===== src/rtl/mpu_consts.svh =====
////////////////////////////////////////
// Sizes and APB address map of the dispatch block
// Include wherever lane count, memory depth or the map
// layout is needed
////////////////////////////////////////
`ifndef MPU_CONSTS_SVH
`define MPU_CONSTS_SVH

// Processing lanes fed by the dispatcher
`define MPU_LANES 4

// Program memory words
`define MPU_IMEM_DEPTH 256

// Thread map table entries
`define MPU_THREADS 16

// APB byte address width and start of the map table
`define MPU_APB_ADDR_W 12
`define MPU_MAP_BASE 12'h400

`endif


===== src/rtl/mpu_pkg.sv =====
////////////////////////////////////////
// Shared types of the dispatch block
// Referenced by scoped name from every RTL module
////////////////////////////////////////
`default_nettype none

package mpu_pkg;

	// Instruction and stream word
	typedef logic [31:0] instr_t;

	typedef logic [3:0] id_t;          // Thread ID
	typedef logic [7:0] issue_no_t;    // Issue number from the scalar side
	typedef logic [7:0] mpu_address_t; // Program memory word address
	typedef logic [7:0] length_t;      // Instruction count, 1 to 255
	typedef logic [1:0] lane_id_t;     // Lane index

	// Dispatcher FSM
	typedef enum logic [2:0] {
		IDLE,
		GETINFO,
		SEND_THREADID,
		SEND_ISSUENO,
		SEND_ILENGTH,
		SEND_INSTRS,
		WAIT_COMMIT
	} fsm_dispatch_t;

endpackage

`default_nettype wire


===== src/rtl/tpu_lane.sv =====
////////////////////////////////////////
// One processing lane
// Parses the broadcast stream and folds the instructions
// into a lane-dependent signature held until cleared
////////////////////////////////////////
`timescale 1ns/100ps
`default_nettype none

module tpu_lane #(
	parameter int LANE = 0
) (
	input wire clock,
	input wire reset,
	input wire stream_valid,
	input wire mpu_pkg::instr_t stream_word,
	output logic lane_done,
	output mpu_pkg::instr_t lane_signature,
	output mpu_pkg::id_t lane_thread_id,
	output mpu_pkg::issue_no_t lane_issue_no,
	input wire lane_clear
);

	// Lane index repeated in every byte
	localparam mpu_pkg::instr_t lane_pattern = {4{8'(LANE)}};

	logic [1:0] word_phase; // 0 to 2 header words, 3 body
	mpu_pkg::length_t remaining;
	logic last_instr;

	assign last_instr = stream_valid && (word_phase == 2'd3) && (remaining == 8'd1);

	always_ff @(posedge clock) begin
		if (reset) begin
			word_phase <= 2'd0;
			lane_done <= 1'b0;
		end else begin
			if (stream_valid && word_phase != 2'd3) begin
				word_phase <= word_phase + 1'b1;
			end else if (last_instr) begin
				word_phase <= 2'd0; // Ready for next header
			end
			if (last_instr) begin
				lane_done <= 1'b1;
			end else if (lane_clear) begin
				lane_done <= 1'b0;
			end
		end
	end

	////////////////////////////////////////
	// Header capture and signature
	////////////////////////////////////////
	always_ff @(posedge clock) begin
		if (stream_valid) begin
			case (word_phase)
				2'd0: begin
					lane_thread_id <= stream_word[3:0];
					lane_signature <= '0; // New thread
				end
				2'd1: lane_issue_no <= stream_word[7:0];
				2'd2: remaining <= stream_word[7:0];
				default: begin
					lane_signature <= lane_signature + (stream_word ^ lane_pattern);
					remaining <= remaining - 1'b1;
				end
			endcase
		end
	end

endmodule

`default_nettype wire


===== config.mk =====
export PLATFORM = sky130hd
export DESIGN_NAME = tpu_lane
export DESIGN_NICKNAME = d
export VERILOG_FILES = /design/src/rtl/mpu_consts.svh /design/src/rtl/mpu_pkg.sv /design/src/rtl/tpu_lane.sv
export SDC_FILE = /design/constraint.sdc
export NUM_CORES = 1
export LEC_CHECK = 0
export ABC_AREA = 1
export BUFFER_PORTS_ARGS = -buffer_cell sky130_fd_sc_hd__buf_4
export CELL_PAD_IN_SITES_DETAIL_PLACEMENT = 2
export CELL_PAD_IN_SITES_GLOBAL_PLACEMENT = 2
export CORE_MARGIN = 1
export CORE_UTILIZATION = 31
export DETAILED_ROUTE_END_ITERATION = 7
export PLACE_DENSITY_LB_ADDON = 0.3
export SETUP_SLACK_MARGIN = 0.3
export SLEW_MARGIN = 20
export SYNTH_ARGS = -nofsm -noshare
export SYNTH_HDL_FRONTEND = slang
export SYNTH_SLANG_ARGS = --single-unit
export TNS_END_PERCENT = 5

===== constraint.sdc =====
create_clock -name clock -period 3.6 [get_ports clock]
set_input_delay 1.08 -clock clock [delete_from_list [all_inputs] [get_ports clock]]
set_output_delay 1.08 -clock clock [all_outputs]
set_load 0.05 [all_outputs]

After elaboration in Yosys (flattened, before gate mapping)
Cells that the tools add are included.

Flip-flop bits (word level): 55. Bits of input ports: 36. Output and inout bits: 45. Logic and storage cells: 34.

Add/sub/neg operators: 3. Eq/ne operators: 5. Multiplexer cells: 6. Bitwise operators: 2. Reduce and logical (&&, ||, !) cells: 12.

Operators with widths (number): $pmux 32 s2 (1); $add 32x32->32 (1); $pmux 8 s2 (1); $eq 8x1->1 const B (1); $reduce_and 2->1 (4); $sub 8x1->8 const B (1); $eq 2x2->1 const B (2); $mux 2 (2); $reduce_bool 2->1 (2); $reduce_or 2->1 (2); $logic_and 1x1->1 (3); $add 2x1->2 const B (1); $eq 2x1->1 const B (1); $logic_not 2->1 (1); $mux 1 (2); $ne 2x2->1 const B (1); $not 1->1 (2).

Logic depth before layout (Yosys ltp)
Gate-level depths: netlist of the first run.

Depth in word-level cells: 5. Depth in mapped cells: 13. Mapped depth without buffers: 12.

Worst setup path after synthesis of the first run
Ideal clock, no wire load.

Kind: input to register. Start: in stream_valid. End: reg lane_signature[0] (enable). Setup time: 0.421 ns. Arrival time: 2.489 ns. Required time: 3.179 ns. Slack: 0.689 ns. Cell stages on the path: 2. Buffers on the path: 0. Path through: inv_1 -> nor2_1.

Word-level cells in the longest chain between the ends: 1.

Ends and longest elaborated chain: start, declared (line tpu_lane.sv:14) `input wire stream_valid,`; $reduce_and 2->1 (no line); end signal, assigned (line tpu_lane.sv:63) `lane_signature <= lane_signature + (stream_word ^ lane_pattern);`; end, declared (line tpu_lane.sv:17) `output mpu_pkg::instr_t lane_signature,`.

Every way passes these cells. A chain may end at the register's enable or synchronous reset.

Worst setup path after layout of the first run
Start: in stream_word[0]. End: reg lane_signature[28], data pin.

Word-level cells in the longest chain between the ends: 2.

Ends and longest elaborated chain: start, declared (line tpu_lane.sv:15) `input wire mpu_pkg::instr_t stream_word,`; $add 32x32->32 (line tpu_lane.sv:63); $pmux 32 s2 (line tpu_lane.sv:55) `case (word_phase)`.

Every way passes these cells.

==> run summary, run 1 <==
Outcome - finished clean
Die width - 123.6 microns
Synth Instances - 663
Clk_lat worst skew - 0.31 ns
Via density - 4.882
Port bufs - 80
Post-Syn Nets - 737
Commonest non-fill, non-tap cells in the layout - nand2_1 (220), inv_1 (121), buf_4 (82)
Fin. max-slew vios - 0
Mean post-synth cell area - 6.909 sq um
Post-CTS setup buffers - 0
Pin count of the biggest net entering global routing - 33
Initial antenna violation count - 0
Critical path launch point - stream_word[0]
Total chip power - 2439 uW
Most common cell after layout, fill and taps aside - nand2_1
Vias in the first global route - 4,995
Clock transition at path regs - 0.08 ns
Max cap viols - 0
First-pass GRT wire length - 26,300 microns
Beginning of the worst hold path - lane_done$_SDFFE_PP0P_
Die area - 15,270 sq um
First-pass DRT Iterations - 4
Overflow after GRT - 0
FF-to-FF setup slack - 1.30 ns
Final hold vios - 0
Diodes inserted - 0
# nets final - 821
Slew @ Worst Pin - 1.064 ns
F_max - 363.8 MHz
Element type at the critical path end - flip-flop
Core area - 14,480 sq um
Synth Register Bits - 55
Layout Skew - 0.006757 ns
Unique masters post-synth - 32
Cell area after synthesis - 4581 sq um
Critical Path Source Type - primary input
Final setup fails - 0
Gr usage total - 22.95%
Min-delay worst type - reg2reg
Setup TNS - 0 ns
Drt wl/cell - 17.55 microns
ANT nets after route - 0
Pwr/cell area - 439.4 nW/um^2
Final period utilization - 76.36%
Final min period - 2.749 ns
Drc violations - 0
Initial cell density of the core - 31.64%
Layout cells sized above 1 - 17.38%
Post-CTS Resized - 0
Cts bufs inserted - 5
Seq/Total Area, Yosys - 35.40%
Root Driver - clkbuf_16
Via count - 4,550
Leak pwr - 0.002889 uW
Post-DP HPWL - 13,640 microns
Max clock buf depth - 2
Worst path arrival time - 2.82 ns
CTS tree - built
Setup CP Type - in2reg
YS warnings - 0
VDD IR max - 0.0001843 V
Worst EP required - 3.67 ns
Routed WL - 16,360 microns
Ports - 81
Rel. slew slack - 28.96%
CTS Sinks - 55
Area Growth Syn to Fin - 21.17%
Max H-tree Level - 2
CTS hold repair buffers - 0
CP max FO - 4
RSZ-0062 raised after global routing - false
Site row count - 44
R2r startpoint - lane_signature[0]$_SDFFCE_PP0P_
Die Height - 123.6 microns
Routability-driven placement congestion ratio - 0.8821
Iteration-0 DRC Markers - 153
path summary, 6_finish.rpt:
kind,end,cells after the start
max,lane_signature[28]$_SDFFCE_PP0P_,11
min,lane_done$_SDFFE_PP0P_,2
max reg2reg,lane_signature[28]$_SDFFCE_PP0P_,10
min reg2reg,lane_done$_SDFFE_PP0P_,2
critical path: stages:
cell	delay, ns
buf_4	0.12
ha_1	0.24
fa_1	0.47
nand3_1	0.13
nand3_1	0.15
nand3_1	0.11
nand3_1	0.17
nand2_1	0.14
nand3_1	0.08
nand2_1	0.07
nor2_1	0.06
Yosys cell counts, drive strengths merged:
master  count  area [sq um]
buf         3         27.52
nand4       5         31.28
nand3      35         195.2
a31oi       2         12.51
dfxtp       3         60.06
edfxtp     52          1562
nand2     237         932.1
nor2       72         290.3
inv       126         473.0
xnor2       3         26.28
a21o        1         7.510
fa          1         20.02
clkbuf      2         7.510
nor3        8         60.06
o21ai      18         90.08
ha         37         462.9
o21bai      4         30.03
xor2        2         17.52
or2         2         15.02
nor3b       1         7.510
a21oi      46         234.0
and2        3         18.77
registers in the layout (all words and copies together), names as in the netlist:
| signal | cells |
|---|---|
| lane_signature | 32 |
| lane_issue_no | 8 |
| remaining | 8 |
| lane_thread_id | 4 |
| word_phase | 2 |
| lane_done | 1 |
kinds of logic (layout without fill, tap and decap cells):
group / count (synthesis) / after routing / share of synthesized area, %
simple gates: 363 / 363 / 33.84
buf+inv: 131 / 216 / 11.09
compound gates: 71 / 71 / 8.167
flops: 55 / 55 / 35.40
fa+ha+maj: 38 / 38 / 10.54
xor+xnor: 5 / 5 / 0.9562
where the power goes:
part	switching [uW]	internal, uW	leakage, uW
Clock	281	271	0.0000778
Combinational	747	315	0.00228
Sequential	41.6	783	0.000527
final cells by class:
cell class	count	area [sq um]
well taps	184	230.2
repair buffers	82	615.6
inverters	126	473.0
clock buffers	5	125.1
flip-flops and latches	55	1622
clock inverters	3	31.28
fillers	1800	8929
multi-input cells	477	2454
through the flow:
stage	instances	setup slack (ns)	hold WS [ns]	utilization (%)	area (sq um)
4_1_cts	932	0.8617	0.4849	38.33	5550
3_3_place_gp	924	0.6256	0.4545	37.25	5394
2_1_floorplan	663	0.6894	0.4863	-	4581
6_report	932	0.8511	0.4815	38.33	5550
3_5_place_dp	924	0.5186	0.4714	37.25	5394
5_1_grt	932	0.6457	0.4987	38.33	5550
layer usage:
| metal | global-route usage, % | vias up | share of wire (%) |
|---|---|---|---|
| li1 | - | 2253 | - |
| met1 | 29.04 | 2203 | 46 |
| met2 | 40.82 | 80 | 49 |
| met3 | 3.137 | 14 | 3.1 |
| met4 | 5.723 | 0 | 1.6 |
| met5 | 0 | - | 0 |
Note: power is estimated with default switching activity, not from simulation.
==> run 2: changes to the inputs <==
CORE_UTILIZATION = 28   (was 31)
clock period = 2.3 ns   (was 3.6 ns; I/O delays follow)
==> run 2 against run 1 <==
Against the previous run:
- cell area is 19% higher
- clock power is 62% higher
- total power is 78% higher
- sequential share of layout area is 4.8 points lower
- global-route usage is 1.4 points lower
- critical path depth is 2 lower
- clock skew is 0.0019 ns higher
==> run summary, run 2 (synthesized netlist as in run 1, its figures left out) <==
Gr usage total - 21.56% (-1.4 points)
VDD IR max - 0.0002992 V (+62%)
WL met2 - 9347 microns (+17%)
Commonest non-fill, non-tap cells in the layout - nand2_1 (196), buf_4 (140), inv_1 (119)
Slowest stage cell, crit path - edfxtp_1
Fin cells - 1,024 (+9.9%)
Final period utilization - 88.28%
Max cap viols - 0 (unchanged)
Seq pwr share - 30.1% (-3.7 points)
First-pass GRT wire length - 27,300 microns (+3.8%)
Layout Skew - 0.008607 ns (+0.001850 ns)
Pin count of the biggest net entering global routing - 30 (-9.1%)
Routability-driven placement congestion ratio - 0.8558 (-3.0%)
CP max FO - 4 (unchanged)
Layout cells sized above 1 - 34.65% (+17 points)
Drc violations - 0 (unchanged)
Site row count - 46 (+4.5%)
Initial cell density of the core - 28.73% (-2.9 points)
Inst Count DP - 1,000 (+8.2%)
Reg2reg path depth - 9 (-1)
Levels on crit path - 9 (-2)
Leak pwr - 0.003256 uW (+13%)
Util after Layout - 41.59% (+3.3 points)
Fin. max-slew vios - 0 (unchanged)
Fill count - 1,848 (+2.7%)
Worst EP required - 2.47 ns (-1.20 ns)
Post-DP HPWL - 14,100 microns (+3.4%)
Ports - 81 (unchanged)
Min-delay worst type - reg2reg
Final hold vios - 0 (unchanged)
Crit-path cells - ha_4, fa_2, nand2_1, nand3_2, nand2_2, nand2_4, buf_4, buf_4, a21oi_1
Area Growth Syn to Fin - 44.77%
Initial antenna violation count - 0 (unchanged)
Overflow after GRT - 0 (unchanged)
Diodes inserted - 0 (unchanged)
Root Driver - clkbuf_16
F_max - 492.5 MHz
Most numerous cell on the critical path - buf_4
Pwr/cell area - 654.0 nW/um^2 (+49%)
Metal-1 WL - 7941 microns (+5.0%)
Comb power frac - 49.3% (+5.8 points)
CTS tree - built
CTS Sinks - 55 (unchanged)
# nets final - 881 (+7.3%)
Element type at the critical path end - flip-flop
Area of the multi-input gates - 3024 sq um (+23%)
Via count - 4,878 (+7.2%)
Most common cell after layout, fill and taps aside - nand2_1
Delay-heaviest family, CP - adder cells
Most flop-heavy register - lane_signature
Vias in the first global route - 5,258 (+5.3%)
Cts bufs inserted - 5 (unchanged)
Uppermost layer routed - met4
Final min period - 2.030 ns
Die area - 16,880 sq um (+11%)
FF/Latch Area - 1622 sq um (unchanged)
Die Height - 129.9 microns (+5.1%)
Iteration-0 DRC Markers - 149 (-2.6%)
Clk_lat worst skew - 0.32 ns (about the same)
Clock transition at path regs - 0.09 ns (about the same)
Routed WL - 18,170 microns (+11%)
Die width - 129.9 microns (+5.1%)
Setup CP Type - reg2reg
Core area - 15,940 sq um (+10%)
Final setup fails - 0 (unchanged)
WL met3 - 455 microns (-11%)
Worst path arrival time - 2.20 ns (-0.62 ns)
Worst Hold Depth - 2 (unchanged)
Largest register FFs - 32 (unchanged)
Outcome - finished clean
Port bufs - 80 (unchanged)
RSZ-0062 raised after global routing - true
Net Sw Frac - 43.63% (-0.25 points)
Slew @ Worst Pin - 0.4339 ns (-0.6306 ns)
Biggest regs - lane_signature: 32 flops, lane_issue_no: 8 flops, remaining: 8 flops
Drt wl/cell - 17.75 microns (+1.1%)
Rel. slew slack - 71.08% (+42 points)
Internal power - 2445 uW (+79%)
Critical Path Source Type - flip-flop
First-pass DRT Iterations - 4 (unchanged)
CTS hold repair buffers - 0 (unchanged)
Worst path bufs/invs - 2 (+1)
Max H-tree Level - 2 (unchanged)
Max clock buf depth - 2 (unchanged)
ANT nets after route - 0 (unchanged)
Via density - 4.764 (-2.4%)
Clock power share - 20.6% (-2.0 points)
Sw power - 1892 uW (+77%)
Critical Path Max Stage Delay - 0.45 ns (-0.02 ns)
-- run 2: final timing paths --
check,startpoint,endpoint,slack (ns)
worst max-delay path,lane_signature[0]$_SDFFCE_PP0P_,lane_signature[14]$_SDFFCE_PP0P_,0.27
worst min-delay path,lane_done$_SDFFE_PP0P_,lane_done$_SDFFE_PP0P_,0.53
worst max register to register,lane_signature[0]$_SDFFCE_PP0P_,lane_signature[14]$_SDFFCE_PP0P_,0.27
worst min register to register,lane_done$_SDFFE_PP0P_,lane_done$_SDFFE_PP0P_,0.53
-- run 2: power groups by stage --
stage	Combinational, uW	Sequential (uW)	Clock (uW)
finish	2140	1300	893
floorplan	869	1570	0
global placement	1750	1310	0
CTS	1970	1290	914
global route	2330	1310	935
detailed placement	1820	1310	0
-- run 2: cell type report --
cell class / count / area share [%]
sequential: 55 / 24.45
clock inverter: 3 / 0.4717
tap: 216 / 4.075
inverter: 126 / 7.132
timing repair buffer: 142 / 16.38
multi-input combinational: 477 / 45.60
clock buffer: 5 / 1.887
-- run 2: through the flow --
step / setup WS [ns] / setup TNS [ns] / hold slack [ns] / power, uW / area, sq um
4_1_cts: 0.2432 / 0 / 0.5356 / 4176 / 6257
2_1_floorplan: 0.1527 / 0 / 0.4863 / 2435 / 4597
6_report: 0.2696 / 0 / 0.5334 / 4337 / 6631
3_3_place_gp: -0.3893 / -2.514 / 0.4607 / 3057 / 5791
3_5_place_dp: -0.4325 / -3.838 / 0.5111 / 3134 / 5791
5_1_grt: 0.1690 / 0 / 0.5442 / 4579 / 6631
-- run 2: metal layers --
metal | up-vias | track usage, %
li1 | 2377 | -
met1 | 2394 | 26.25
met2 | 83 | 39.26
met3 | 24 | 2.583
met4 | 0 | 7.114
met5 | - | 0
-- run 2: worst reg2reg max path, delay by kind of cell, from the launching register on --
kind	cells	cell delay, ns
AO/OA/AOI/OAI	1	0.14
adder cells (fa/ha/maj)	2	0.60
buffers and inverters	2	0.27
flip-flops	1	0.45
AND/OR/NAND/NOR	4	0.44
-- run 2: repair_timing --
action,4_1_cts,5_1_grt
gates resized for setup,56,64
setup endpoints to repair,23,24
setup buffers,8,8
hold endpoints to repair,0,0
pin swaps,13,11
