[src/rtl/mpu_consts.svh]
////////////////////////////////////////
// Sizes and APB address map of the dispatch block
// Include wherever lane count, memory depth or the map
// layout is needed
////////////////////////////////////////
`ifndef MPU_CONSTS_SVH
`define MPU_CONSTS_SVH

// Processing lanes fed by the dispatcher
`define MPU_LANES 4

// Program memory words
`define MPU_IMEM_DEPTH 256

// Thread map table entries
`define MPU_THREADS 16

// APB byte address width and start of the map table
`define MPU_APB_ADDR_W 12
`define MPU_MAP_BASE 12'h400

`endif

[src/rtl/mpu_pkg.sv]
////////////////////////////////////////
// Shared types of the dispatch block
// Referenced by scoped name from every RTL module
////////////////////////////////////////
`default_nettype none

package mpu_pkg;

	// Instruction and stream word
	typedef logic [31:0] instr_t;

	typedef logic [3:0] id_t;          // Thread ID
	typedef logic [7:0] issue_no_t;    // Issue number from the scalar side
	typedef logic [7:0] mpu_address_t; // Program memory word address
	typedef logic [7:0] length_t;      // Instruction count, 1 to 255
	typedef logic [1:0] lane_id_t;     // Lane index

	// Dispatcher FSM
	typedef enum logic [2:0] {
		IDLE,
		GETINFO,
		SEND_THREADID,
		SEND_ISSUENO,
		SEND_ILENGTH,
		SEND_INSTRS,
		WAIT_COMMIT
	} fsm_dispatch_t;

endpackage

`default_nettype wire

[src/rtl/commit_unit.sv]
////////////////////////////////////////
// Commit unit
// Once every lane is done, hands out the lane results in
// lane order over a valid/ready port
////////////////////////////////////////
`timescale 1ns/100ps
`default_nettype none
`include "mpu_consts.svh"

module commit_unit (
	input wire clock,
	input wire reset,
	input wire [`MPU_LANES-1:0] lane_done,
	input wire mpu_pkg::instr_t [`MPU_LANES-1:0] lane_signature,
	input wire mpu_pkg::id_t [`MPU_LANES-1:0] lane_thread_id,
	input wire mpu_pkg::issue_no_t [`MPU_LANES-1:0] lane_issue_no,
	output logic lane_clear,
	output logic commit_idle,
	// Result port
	output logic result_valid,
	output mpu_pkg::lane_id_t result_lane,
	output mpu_pkg::id_t result_thread_id,
	output mpu_pkg::issue_no_t result_issue_no,
	output mpu_pkg::instr_t result_signature,
	input wire result_ready
);

	logic presenting;
	mpu_pkg::lane_id_t lane_ptr;
	logic accept;
	logic last_accept;

	assign accept = presenting && result_ready;
	assign last_accept = accept && (lane_ptr == mpu_pkg::lane_id_t'(`MPU_LANES - 1));

	// Lanes release their results on the final transfer
	assign lane_clear = last_accept;
	assign commit_idle = last_accept;

	always_ff @(posedge clock) begin
		if (reset) begin
			presenting <= 1'b0;
			lane_ptr <= '0;
		end else if (!presenting) begin
			if (&lane_done) begin
				presenting <= 1'b1;
				lane_ptr <= '0;
			end
		end else if (accept) begin
			if (last_accept) begin
				presenting <= 1'b0;
			end else begin
				lane_ptr <= lane_ptr + 1'b1;
			end
		end
	end

	// Lane registers hold still until cleared
	assign result_valid = presenting;
	assign result_lane = lane_ptr;
	assign result_thread_id = lane_thread_id[lane_ptr];
	assign result_issue_no = lane_issue_no[lane_ptr];
	assign result_signature = lane_signature[lane_ptr];

	result_hold_a: assert property (@(posedge clock) disable iff (reset)
		result_valid && !result_ready |=> result_valid && $stable(result_lane) &&
			$stable(result_thread_id) && $stable(result_issue_no) &&
			$stable(result_signature))
		else $error("commit_unit: result changed while stalled");

endmodule

`default_nettype wire

[config.mk]
export PLATFORM = sky130hd
export DESIGN_NAME = commit_unit
export DESIGN_NICKNAME = d
export VERILOG_FILES = /design/src/rtl/mpu_pkg.sv /design/src/rtl/commit_unit.sv
export VERILOG_INCLUDE_DIRS = /design/src /design/src/rtl
export SDC_FILE = /design/constraint.sdc
export NUM_CORES = 1
export LEC_CHECK = 0
export CAP_MARGIN = 15
export CORE_AREA = 2 2 90 92
export DETAILED_ROUTE_END_ITERATION = 6
export DIE_AREA = 0 0 92 94
export DONT_BUFFER_PORTS = 1
export PLACE_DENSITY = 0.38
export SLEW_MARGIN = 40
export SYNTH_ARGS = -nofsm -noshare
export SYNTH_HDL_FRONTEND = slang
export SYNTH_SLANG_ARGS = --single-unit
[constraint.sdc]
create_clock -name clock -period 1.4 [get_ports clock]
set_input_delay 0.14 -clock clock [delete_from_list [all_inputs] [get_ports clock]]
set_output_delay 0.14 -clock clock [all_outputs]
set_load 0.02 [all_outputs]
== Word level (Yosys, flattened, before mapping) ==
Index checks and enable logic that the tools add are counted.

* Muxes and demuxes: 14
* $add $sub $neg: 1
* Equality and inequality tests: 3
* Reduce and logical (&&, ||, !) cells: 5
* $lt $le $gt $ge: 1

{| class="wikitable"
|+ Operators by type and width
! cell !! count
|-
| 32-bit binary-select mux with 2-bit select || 1
|-
| 32-bit 2-to-1 mux || 1
|-
| 8-bit binary-select mux with 2-bit select || 1
|-
| 4-bit binary-select mux with 2-bit select || 1
|-
| 2-bit 2-to-1 mux || 4
|-
| 8-bit 2-to-1 mux || 1
|-
| 1-bit 2-to-1 mux || 4
|-
| 4-bit 2-to-1 mux || 1
|-
| 4-bit AND reduction || 1
|-
| 2-bit by 3-bit less-than comparator with 1-bit output (second input constant) || 1
|-
| 3-bit AND reduction || 1
|-
| 2-bit by 1-bit adder with 2-bit output (second input constant) || 1
|-
| 2-bit == test (second input constant) || 1
|-
| 1-bit logical AND || 2
|-
| 2-bit by 1-bit != test with 1-bit output (second input constant) || 1
|-
| 2-bit != test (second input constant) || 1
|-
| 2-bit nonzero test || 1
|}

* Register bits after elaboration: 3

== Depth between registers and ports, before layout ==
Gate-level depths: netlist (run 1).

* Depth after elaboration: 5
* Gate-level depth with buffers: 4
* Gate-level depth less buffers: 4

== Worst setup path before layout (run 1) ==
No wires, ideal clock.

* Path kind: flip-flop to output port
* Start point: reg lane_ptr[0] (netlist: result_lane[0])
* End point: out result_issue_no[0]
* Buffers on the path: 2
* Stages on the path, launching flop included: 4
* Path slack: -136 ps
* Required time: 1260 ps
* Arrival: 1396 ps
* Cell sequence: dfxtp_1 > buf_6 > buf_12 > mux4_2

* Longest elaborated chain between the ends: 2

{| class="wikitable"
|+ RTL lines
! item !! RTL line !! text
|-
| start, declared || commit_unit.sv:29 || <nowiki>mpu_pkg::lane_id_t lane_ptr;</nowiki>
|-
| start signal, assigned || commit_unit.sv:53 || <nowiki>lane_ptr <= lane_ptr + 1'b1;</nowiki>
|-
| 8-bit binary-select mux with 2-bit select || commit_unit.sv:62 || <nowiki>assign result_issue_no = lane_issue_no[lane_ptr];</nowiki>
|-
| 8-bit 2-to-1 mux (not written as such) || commit_unit.sv:62 ||
|-
| end, declared || commit_unit.sv:23 || <nowiki>output mpu_pkg::issue_no_t result_issue_no,</nowiki>
|}

No other way between the ends. The select of a mux whose other input is x is not followed.

== Final worst setup path (run 1) ==
* Start point: reg lane_ptr[0] (netlist: result_lane[0])
* End point: out result_issue_no[7]

The elaborated chain is that of the path after synthesis.

==> results of run 1 <==
worst max-delay path, stage by stage, from the launching register on:
cell	delay, ns
dfxtp_4	0.41
buf_6	0.12
buf_6	0.11
mux4_2	0.60
metrics by stage:
| stage | instance area, µm² | utilization |
|---|---|---|
| after floorplan | 1290 | - |
| after global placement | 1400 | 0.184 |
| after detailed placement | 1400 | 0.184 |
| after CTS | 1570 | 0.206 |
| after global routing | 1530 | 0.202 |
| final | 1530 | 0.202 |
final timing paths:
check / start / endpoint / slack [ns] / cells after the start
worst max-delay path: result_lane[0] / result_issue_no[7] / -0.20 / 3
worst min-delay path: reset / result_lane[1] / 0.04 / 1
worst max register to register: result_lane[0] / result_lane[0] / -0.03 / 5
worst min register to register: result_valid / result_lane[1] / 0.57 / 2
Yosys cell counts, drive strengths merged:
cell type   n  share of area
mux4       44           0.79
buf        11          0.096
dfxtp       3          0.047
nand3b      3          0.017
a21boi      1         0.0058
and3        1         0.0049
ha          1         0.0097
nand2       1         0.0029
nand4       1         0.0049
nor2        1         0.0029
o21ai       1         0.0039
o21ba       1         0.0078
o32ai       1         0.0068
or3         1         0.0049
registers in the layout, summed over array words and instances, names as in the netlist:
register	flops
result_lane	2
result_valid	1
power breakdown:
| part | leakage (nW) | internal [mW] | switching, mW |
|---|---|---|---|
| registers | 0.0256 | 0.0865 | 0.00381 |
| logic | 0.338 | 0.140 | 0.170 |
| clock network | 0.0228 | 0.195 | 0.0652 |
| total | 0.387 | 0.421 | 0.239 |
cells by family after synthesis:
kind of cell,after synthesis
fa+ha+maj,1
flops,3
mux,44
simple gates,8
compound gates,4
buf+inv,11
what timing repair did:
item	4_1_cts	5_1_grt
pin swaps	1	0
buffers inserted	6	1
hold endpoints to repair	0	0
resized for setup	13	3
gates cloned	2	0
setup endpoints to repair	48	48
per-layer routing:
metal  GRT usage  part of all wire
met1       0.124              0.30
met2       0.210              0.54
met3      0.0578              0.14
met4      0.0249             0.011
met5           0                 0
final cells by class:
| cell class | count | area (µm²) | share of cell area |
|---|---|---|---|
| clock buffer | 4 | 45.0 | 0.0294 |
| timing repair buffer | 13 | 188 | 0.122 |
| tap | 102 | 128 | 0.0832 |
| multi-input combinational | 57 | 1110 | 0.723 |
| sequential | 3 | 65.1 | 0.0424 |
==> results.md, run 1 <==
* Outcome: finished, violations left
* Failing checks: negative setup slack
* CORE AREA at 7610 µm²
* Setup TNS Final at -6.74 ns
* Pleak at 0.387 nW
* Required @ worst endpoint at 1.26 ns
* Final std cells w/o fill at 179
* Post-route worst setup slack at -0.200 ns
* Main combinational cell family by area after synthesis: multiplexers
* Die Area at 8650 µm²
* Min Hold Slack at 0.0397 ns
* Fin. Hold Viols at 0
* Final period util at 1.14
* Ratio of cells with drive above 1 in the final layout at 0.857
* Most frequent cells in the layout: mux4_2, buf_12, buf_4
* Dpl cells at 168
* Final Critical Period at 1.60 ns
* Pwr Density at 430 nW/µm²
* Synthesis-stage register bit count at 3
* Synth Area in XOR/XNOR at 0
* Post-DR vias/cell at 5.47
* Synth Area in Simple Gates at 0.0378
* Max IR drop VDD at 0.369 mV
* H-Tree Depth at 1
* Initial core utilization at 0.170
* Clock sinks at 3
* Final wirelength at 5760 µm
* Rel. slew slack at 0.813
* Worst Hold Class: primary input to register
* RSZ-0062 raised after global routing: true
* Global Route Usage Sum at 0.117
* First-pass DRT Iterations at 4
* Worst-case clock buffer depth at 2
* Synthesized Nets at 255
* # rows at 32
* Grt total ovfl at 0
* Fmax achieved at 625 MHz
* Detailed-route via count at 979
* Drt first-iter violations at 21
* Max cap viols at 0
* First-pass GRT wire length at 7510 µm
* Die span in y at 94 µm
* Register area share after synthesis at 0.0466
* DRT antenna net count at 0
* Most common cell after layout, fill and taps aside: mux4_2
* Antenna diodes at 0
* Cell count after synthesis at 71
* Critical path endpoint category: output port
* Final setup fails at 47
* Adder-Cell Fraction of Synth Area at 0.00970
* Worst Skew at 0.00128 ns
* Synthesis Warnings at 0
* # port buffers at 0
* CTS tree: built
* Post-place setup slack at -0.105 ns
* Largest net degree at the start of global routing at 29
* Layout area overhead at 18.9%
* Area of the mapped netlist at 1290 µm²
* Initial antenna violation count at 0
* WP data arrival at 1.46 ns
* Clk slew on worst S/H paths at 0.03 ns
* Die extent in x at 92 µm
* # fillers at 812
* Number of global-route vias before repair at 1091
* CTS Buf Count at 3
* Kind of critical path: register to output port
* Dpl hpwl at 4860 µm
* # hold bufs at CTS at 0
* Compound-cell area share of the yosys netlist at 0.0242
* Worst setup SP type: register
* Avg WL per Cell at 32.2 µm
* Tot Pwr at 660 µW
* Unique masters post-synth at 18
* Worst-path fanout max at 5
* Worst skew pair latency at 0.22 ns
* Layout net count at 262
* Boundary pin count at 232
* Residual DRC at 0
* Synthesized area per cell at 18.2 µm²
* Mux contribution to synthesized area at 0.786
* RePlAce Congestion at 0.786
* Pin slew with the least headroom to its limit at 0.280 ns
* Slew Limit Fails at 0
* Clock root cell: clkbuf_8
Power figures use the tool's default switching activity.
==> inputs of run 2 (changes only) <==
--- a/config.mk
+++ b/config.mk
@@ -7,10 +7,11 @@
 export NUM_CORES = 1
 export LEC_CHECK = 0
 export CAP_MARGIN = 15
-export CORE_AREA = 2 2 90 92
+export CORE_AREA = 2 2 89 91
 export DETAILED_ROUTE_END_ITERATION = 6
-export DIE_AREA = 0 0 92 94
+export DIE_AREA = 0 0 91 93
 export DONT_BUFFER_PORTS = 1
+export HOLD_SLACK_MARGIN = 0.06
 export PLACE_DENSITY = 0.38
 export SLEW_MARGIN = 40
 export SYNTH_ARGS = -nofsm -noshare
==> constraint.sdc (replaced) <==
create_clock -name clock -period 1.6 [get_ports clock]
set_input_delay 0.16 -clock clock [delete_from_list [all_inputs] [get_ports clock]]
set_output_delay 0.16 -clock clock [all_outputs]
set_load 0.02 [all_outputs]
==> run 2 against run 1 <==
The run still ends with negative setup slack left. Clock power decreased by 15%. Clock skew decreased by 0.00088 ns. Die area decreased by 2.1%. Non-clock buffer count increased by 6. Combinational power decreased by 5%. Global-route usage increased by 0.087 points. Final area increased by 7.6%. Via count increased by 5.8%. First-iteration DRC count increased by 90%. Cell count increased by 4.5%. Setup slack improved by 0.19 ns. Largest cell class unchanged. Largest power group unchanged.
==> results.md, run 2 (same netlist as run 1, synthesis figures left out) <==
* Final Critical Period at 1.61 ns
* Pleak at 0.448 nW
* CTS Buf Count at 3
* Grt total ovfl at 0
* Max cap viols at 0
* Worst Hold Class: primary input to register
* Worst-case clock buffer depth at 2
* CORE AREA at 7530 µm²
* Max IR drop VDD at 0.221 mV
* Fin. Hold Viols at 0
* Failing checks: negative setup slack
* Die extent in x at 91 µm
* RSZ-0062 raised after global routing: true
* Boundary pin count at 232
* Final wirelength at 6360 µm
* Max reg flops at 2
* Critical path endpoint category: output port
* Worst setup SP type: register
* WP data arrival at 1.45 ns
* Die Area at 8460 µm²
* Dpl cells at 168
* Largest net degree at the start of global routing at 28
* Fmax achieved at 620 MHz
* CTS tree: built
* Layout area overhead at 27.9%
* Tot Pwr at 592 µW
* Final period util at 1.01
* Drt first-iter violations at 40
* Kind of critical path: register to output port
* Rel. slew slack at 0.863
* Final setup fails at 10
* Die span in y at 93 µm
* First-pass DRT Iterations at 4
* Required @ worst endpoint at 1.44 ns
* Clk slew on worst S/H paths at 0.03 ns
* Clock root cell: clkbuf_8
* Worst-path fanout max at 5
* Post-route worst setup slack at -0.0132 ns
* Global Route Usage Sum at 0.118
* Avg WL per Cell at 34.0 µm
* Slew Limit Fails at 0
* Final std cells w/o fill at 187
* Most frequent cells in the layout: mux4_2, buf_12, clkbuf_16
* Most common cell after layout, fill and taps aside: mux4_2
* Pwr Density at 358 nW/µm²
* H-Tree Depth at 1
* # rows at 32
* Number of global-route vias before repair at 1039
* RePlAce Congestion at 0.664
* First-pass GRT wire length at 7300 µm
* Dpl hpwl at 5150 µm
* Detailed-route via count at 1036
* Outcome: finished, violations left
* DRT antenna net count at 0
* Post-DR vias/cell at 5.54
* Pin slew with the least headroom to its limit at 0.204 ns
* Residual DRC at 0
* Clock sinks at 3
* Ratio of cells with drive above 1 in the final layout at 0.819
* Initial antenna violation count at 2
* Layout net count at 268
* Worst skew pair latency at 0.22 ns
* Initial core utilization at 0.171
* # port buffers at 0
* Worst Skew at 0.000399 ns
==> run 2: changes by cell type in the layout (fill, tap and decap cells not counted), sizes merged <==
cell,change
clkbuf,+4
diode,+2
buf,+1
dlygate4sd3,+1
==> run 2: worst paths after layout <==
path | start | endpoint | slack, ns | depth (start not counted)
worst max-delay path | result_lane[0] | result_signature[30] | -0.01 | 3
worst min-delay path | reset | result_valid | 0.12 | 1
worst max register to register | result_lane[0] | result_lane[1] | 0.12 | 6
worst min register to register | result_valid | result_lane[1] | 0.52 | 2
==> run 2: metrics by stage <==
step	hold slack, ns	util	area [µm²]	worst slack, ns	TNS (ns)
after global placement	0.279	0.187	1410	0.162	0
after detailed placement	0.275	0.187	1410	0.108	0
after floorplan	0.277	-	1290	0.0435	0
after global routing	0.111	0.219	1650	-0.0453	-1.07
final	0.121	0.219	1650	-0.0132	-0.0509
after CTS	0.116	0.197	1490	-0.0725	-0.982
==> run 2: area by class of cell <==
| type | instances | area, µm² |
|---|---|---|
| multi-input cells | 57 | 1080 |
| diodes | 2 | 5.00 |
| repair buffers | 19 | 324 |
| clock buffers | 4 | 45.0 |
| well taps | 102 | 128 |
| fillers | 806 | 5880 |
| flip-flops and latches | 3 | 65.1 |
==> run 2: power by group <==
part	leakage (nW)	switching, mW	internal (mW)
combinational	0.400	0.157	0.137
clock	0.0228	0.0507	0.170
sequential	0.0256	0.00185	0.0757
==> run 2: worst max-delay path, stage by stage (launching register included) <==
cell	delay, ns
dfxtp_4	0.36
buf_6	0.13
clkbuf_16	0.15
mux4_2	0.59
==> run 2: layer usage <==
metal	vias to the layer above	part of all wire	track usage
met5	-	0.0025	0
met4	2	0.010	0.0253
met3	8	0.11	0.0564
met2	103	0.56	0.215
met1	543	0.32	0.123
li1	380	-	-
==> run 2: timing repair <==
| action | 4_1_cts | 5_1_grt |
|---|---|---|
| buffers inserted | 2 | 4 |
| resized for setup | 6 | 8 |
| setup endpoints to repair | 40 | 25 |
| gates cloned | 1 | 5 |
| hold buffers | 1 | 0 |
| endpoints found under the hold margin | 1 | 0 |
==> inputs of run 3 (changes only) <==
--- a/config.mk
+++ b/config.mk
@@ -7,12 +7,14 @@
 export NUM_CORES = 1
 export LEC_CHECK = 0
 export CAP_MARGIN = 15
-export CORE_AREA = 2 2 89 91
+export CELL_PAD_IN_SITES_DETAIL_PLACEMENT = 2
+export CELL_PAD_IN_SITES_GLOBAL_PLACEMENT = 2
+export CORE_AREA = 2 2 91 93
 export DETAILED_ROUTE_END_ITERATION = 6
-export DIE_AREA = 0 0 91 93
+export DIE_AREA = 0 0 93 95
 export DONT_BUFFER_PORTS = 1
 export HOLD_SLACK_MARGIN = 0.06
-export PLACE_DENSITY = 0.38
+export PLACE_DENSITY = 0.58
 export SLEW_MARGIN = 40
 export SYNTH_ARGS = -nofsm -noshare
 export SYNTH_HDL_FRONTEND = slang
==> run 3 against run 2 <==
The run still ends with negative setup slack left. Sequential power grew 4.4%. Critical path type unchanged. Worst hold slack better by 0.010 ns. Combinational power decreased by 8.9%. Fmax grew 0.34%. Critical endpoint unchanged. Routed wire length is 8.3% higher.
==> results.md, run 3 (same netlist as run 1, synthesis figures left out) <==
* Outcome: finished, violations left
* Failing checks: negative setup slack
* Worst hold stages at 1
* Largest net degree at the start of global routing at 25
* Min Hold Slack at 0.131 ns
* Final wirelength at 6880 µm
* CTS tree: built
* Clock sinks at 3
* CP delay by family, top: multiplexers
* Antenna diodes at 0
* Most frequent cells in the layout: mux4_2, buf_4, nand3b_1, clkbuf_8, buf_12
* Pleak at 0.390 nW
* Final period util at 1.00
* Worst Hold Class: primary input to register
* Drt first-iter violations at 14
* Number of global-route vias before repair at 1222
* Max cap viols at 0
* Worst setup SP type: register
* Worst hold start: reset
* Avg WL per Cell at 37.8 µm
* Pwr Density at 381 nW/µm²
* First-pass GRT wire length at 8510 µm
* Residual DRC at 0
* H-Tree Depth at 1
* RePlAce Congestion at 0.903
* Worst-case clock buffer depth at 2
* Most common cell after layout, fill and taps aside: mux4_2
* Clock root cell: clkbuf_8
* # fillers at 897
* Ratio of cells with drive above 1 in the final layout at 0.805
* First-pass DRT Iterations at 4
* Critical path endpoint category: output port
* Max reg flops at 2
* Post-route worst setup slack at -0.00771 ns
* Die span in y at 95 µm
* Fin. Hold Viols at 0
* GRT Max-Usage Layer: met2
* CP Launch Point: result_lane[0]
* Die Area at 8840 µm²
* Final Critical Period at 1.61 ns
* DRT antenna net count at 0
* Crit path max-delay cell type: mux4_2
* Initial antenna violation count at 2
* # port buffers at 0
* # rows at 33
* CORE AREA at 7930 µm²
* Boundary pin count at 232
* Worst-path fanout max at 9
* CTS Buf Count at 3
* Slew Limit Fails at 0
* Cell chain of the critical path: clkbuf_16 -> mux4_2
* Tot Pwr at 572 µW
* Fmax achieved at 622 MHz
* Worst reg2reg path depth at 5
* Final std cells w/o fill at 182
* Dpl cells at 172
* Worst skew pair latency at 0.22 ns
* Initial core utilization at 0.163
* Clk slew on worst S/H paths at 0.03 ns
* Met1 usage at 0.137
* Worst Skew at 0.00356 ns
* Required @ worst endpoint at 1.44 ns
* Kind of critical path: register to output port
* Met2 Track Usage GR at 0.281
* GRT met3 Usage at 0.0463
* Worst r2r src: result_lane[0]
* WP data arrival at 1.45 ns
* Layout area overhead at 16.3%
* Layout net count at 262
* Buf+Inv Stages, Crit Path at 1
* RSZ-0062 raised after global routing: true
* Global Route Usage Sum at 0.137
* Detailed-route via count at 986
* Max IR drop VDD at 0.571 mV
* Post-DR vias/cell at 5.42
* Rel. slew slack at 0.763
* Final setup fails at 9
* Die extent in x at 93 µm
* Critical Path Max Stage Delay at 0.58 ns
* Pin slew with the least headroom to its limit at 0.356 ns
* Dpl hpwl at 6300 µm
* Critical Path Stages at 2
* Grt total ovfl at 0
-- run 3: changes by cell type in the layout (fill, tap and decap cells not counted) --
| cell | before | now |
|---|---|---|
| buf_4 | 3 | 7 |
| buf_6 | 3 | 0 |
| clkbuf_16 | 4 | 1 |
| buf_12 | 5 | 3 |
| buf_8 | 2 | 0 |
| diode_2 | 2 | 0 |
-- run 3: metrics by stage --
step                      instance area [µm²]  setup TNS [ns]  setup WS, ns  utilization
after global placement                   1390               0         0.151        0.176
after detailed placement                 1390               0         0.128        0.176
after floorplan                          1290               0        0.0435            -
after global routing                     1500           -1.97       -0.0623        0.189
final                                    1500         -0.0373      -0.00771        0.189
after CTS                                1480           -1.03       -0.0886        0.187
-- run 3: timing repair --
item                       4_1_cts  5_1_grt
hold endpoints to repair         1        0
gates cloned                     1        1
hold buffers                     1        0
resized for setup                5        2
buffers inserted                 3        0
setup endpoints to repair       38       30
-- run 3: cell type report --
type	count	area, µm²	area share
Clock buffer	4	45.0	0.0300
Multi-Input combinational cell	57	1080	0.722
Tap cell	105	131	0.0876
Timing Repair Buffer	13	175	0.117
Sequential cell	3	65.1	0.0434
-- run 3: per-layer routing --
layer | share of wire | routed length (µm) | vias to the layer above
met2 | 0.57 | 3930 | 142
li1 | - | - | 362
met5 | 0.0016 | 11 | -
met1 | 0.31 | 2150 | 476
met3 | 0.11 | 774 | 4
met4 | 0.0019 | 13 | 2
-- run 3: final timing paths --
| kind | slack (ns) | endpoint |
|---|---|---|
| worst min register to register | 0.62 | result_lane[1] |
| worst max register to register | 0.06 | result_lane[0] |
| worst min-delay path | 0.13 | result_valid |
| worst max-delay path | -0.008 | result_signature[30] |
-- run 3: worst reg2reg max path, cell delays in order, from the launching register on --
cell and delay, ns:
dfxtp_4 0.39, buf_4 0.18, ha_1 0.23, nand3b_1 0.23, or3_1 0.35, o21ai_0 0.08
-- run 3: report_power, final --
| part | internal, mW | switching [mW] |
|---|---|---|
| clock | 0.170 | 0.0530 |
| sequential | 0.0756 | 0.00530 |
| combinational | 0.123 | 0.144 |
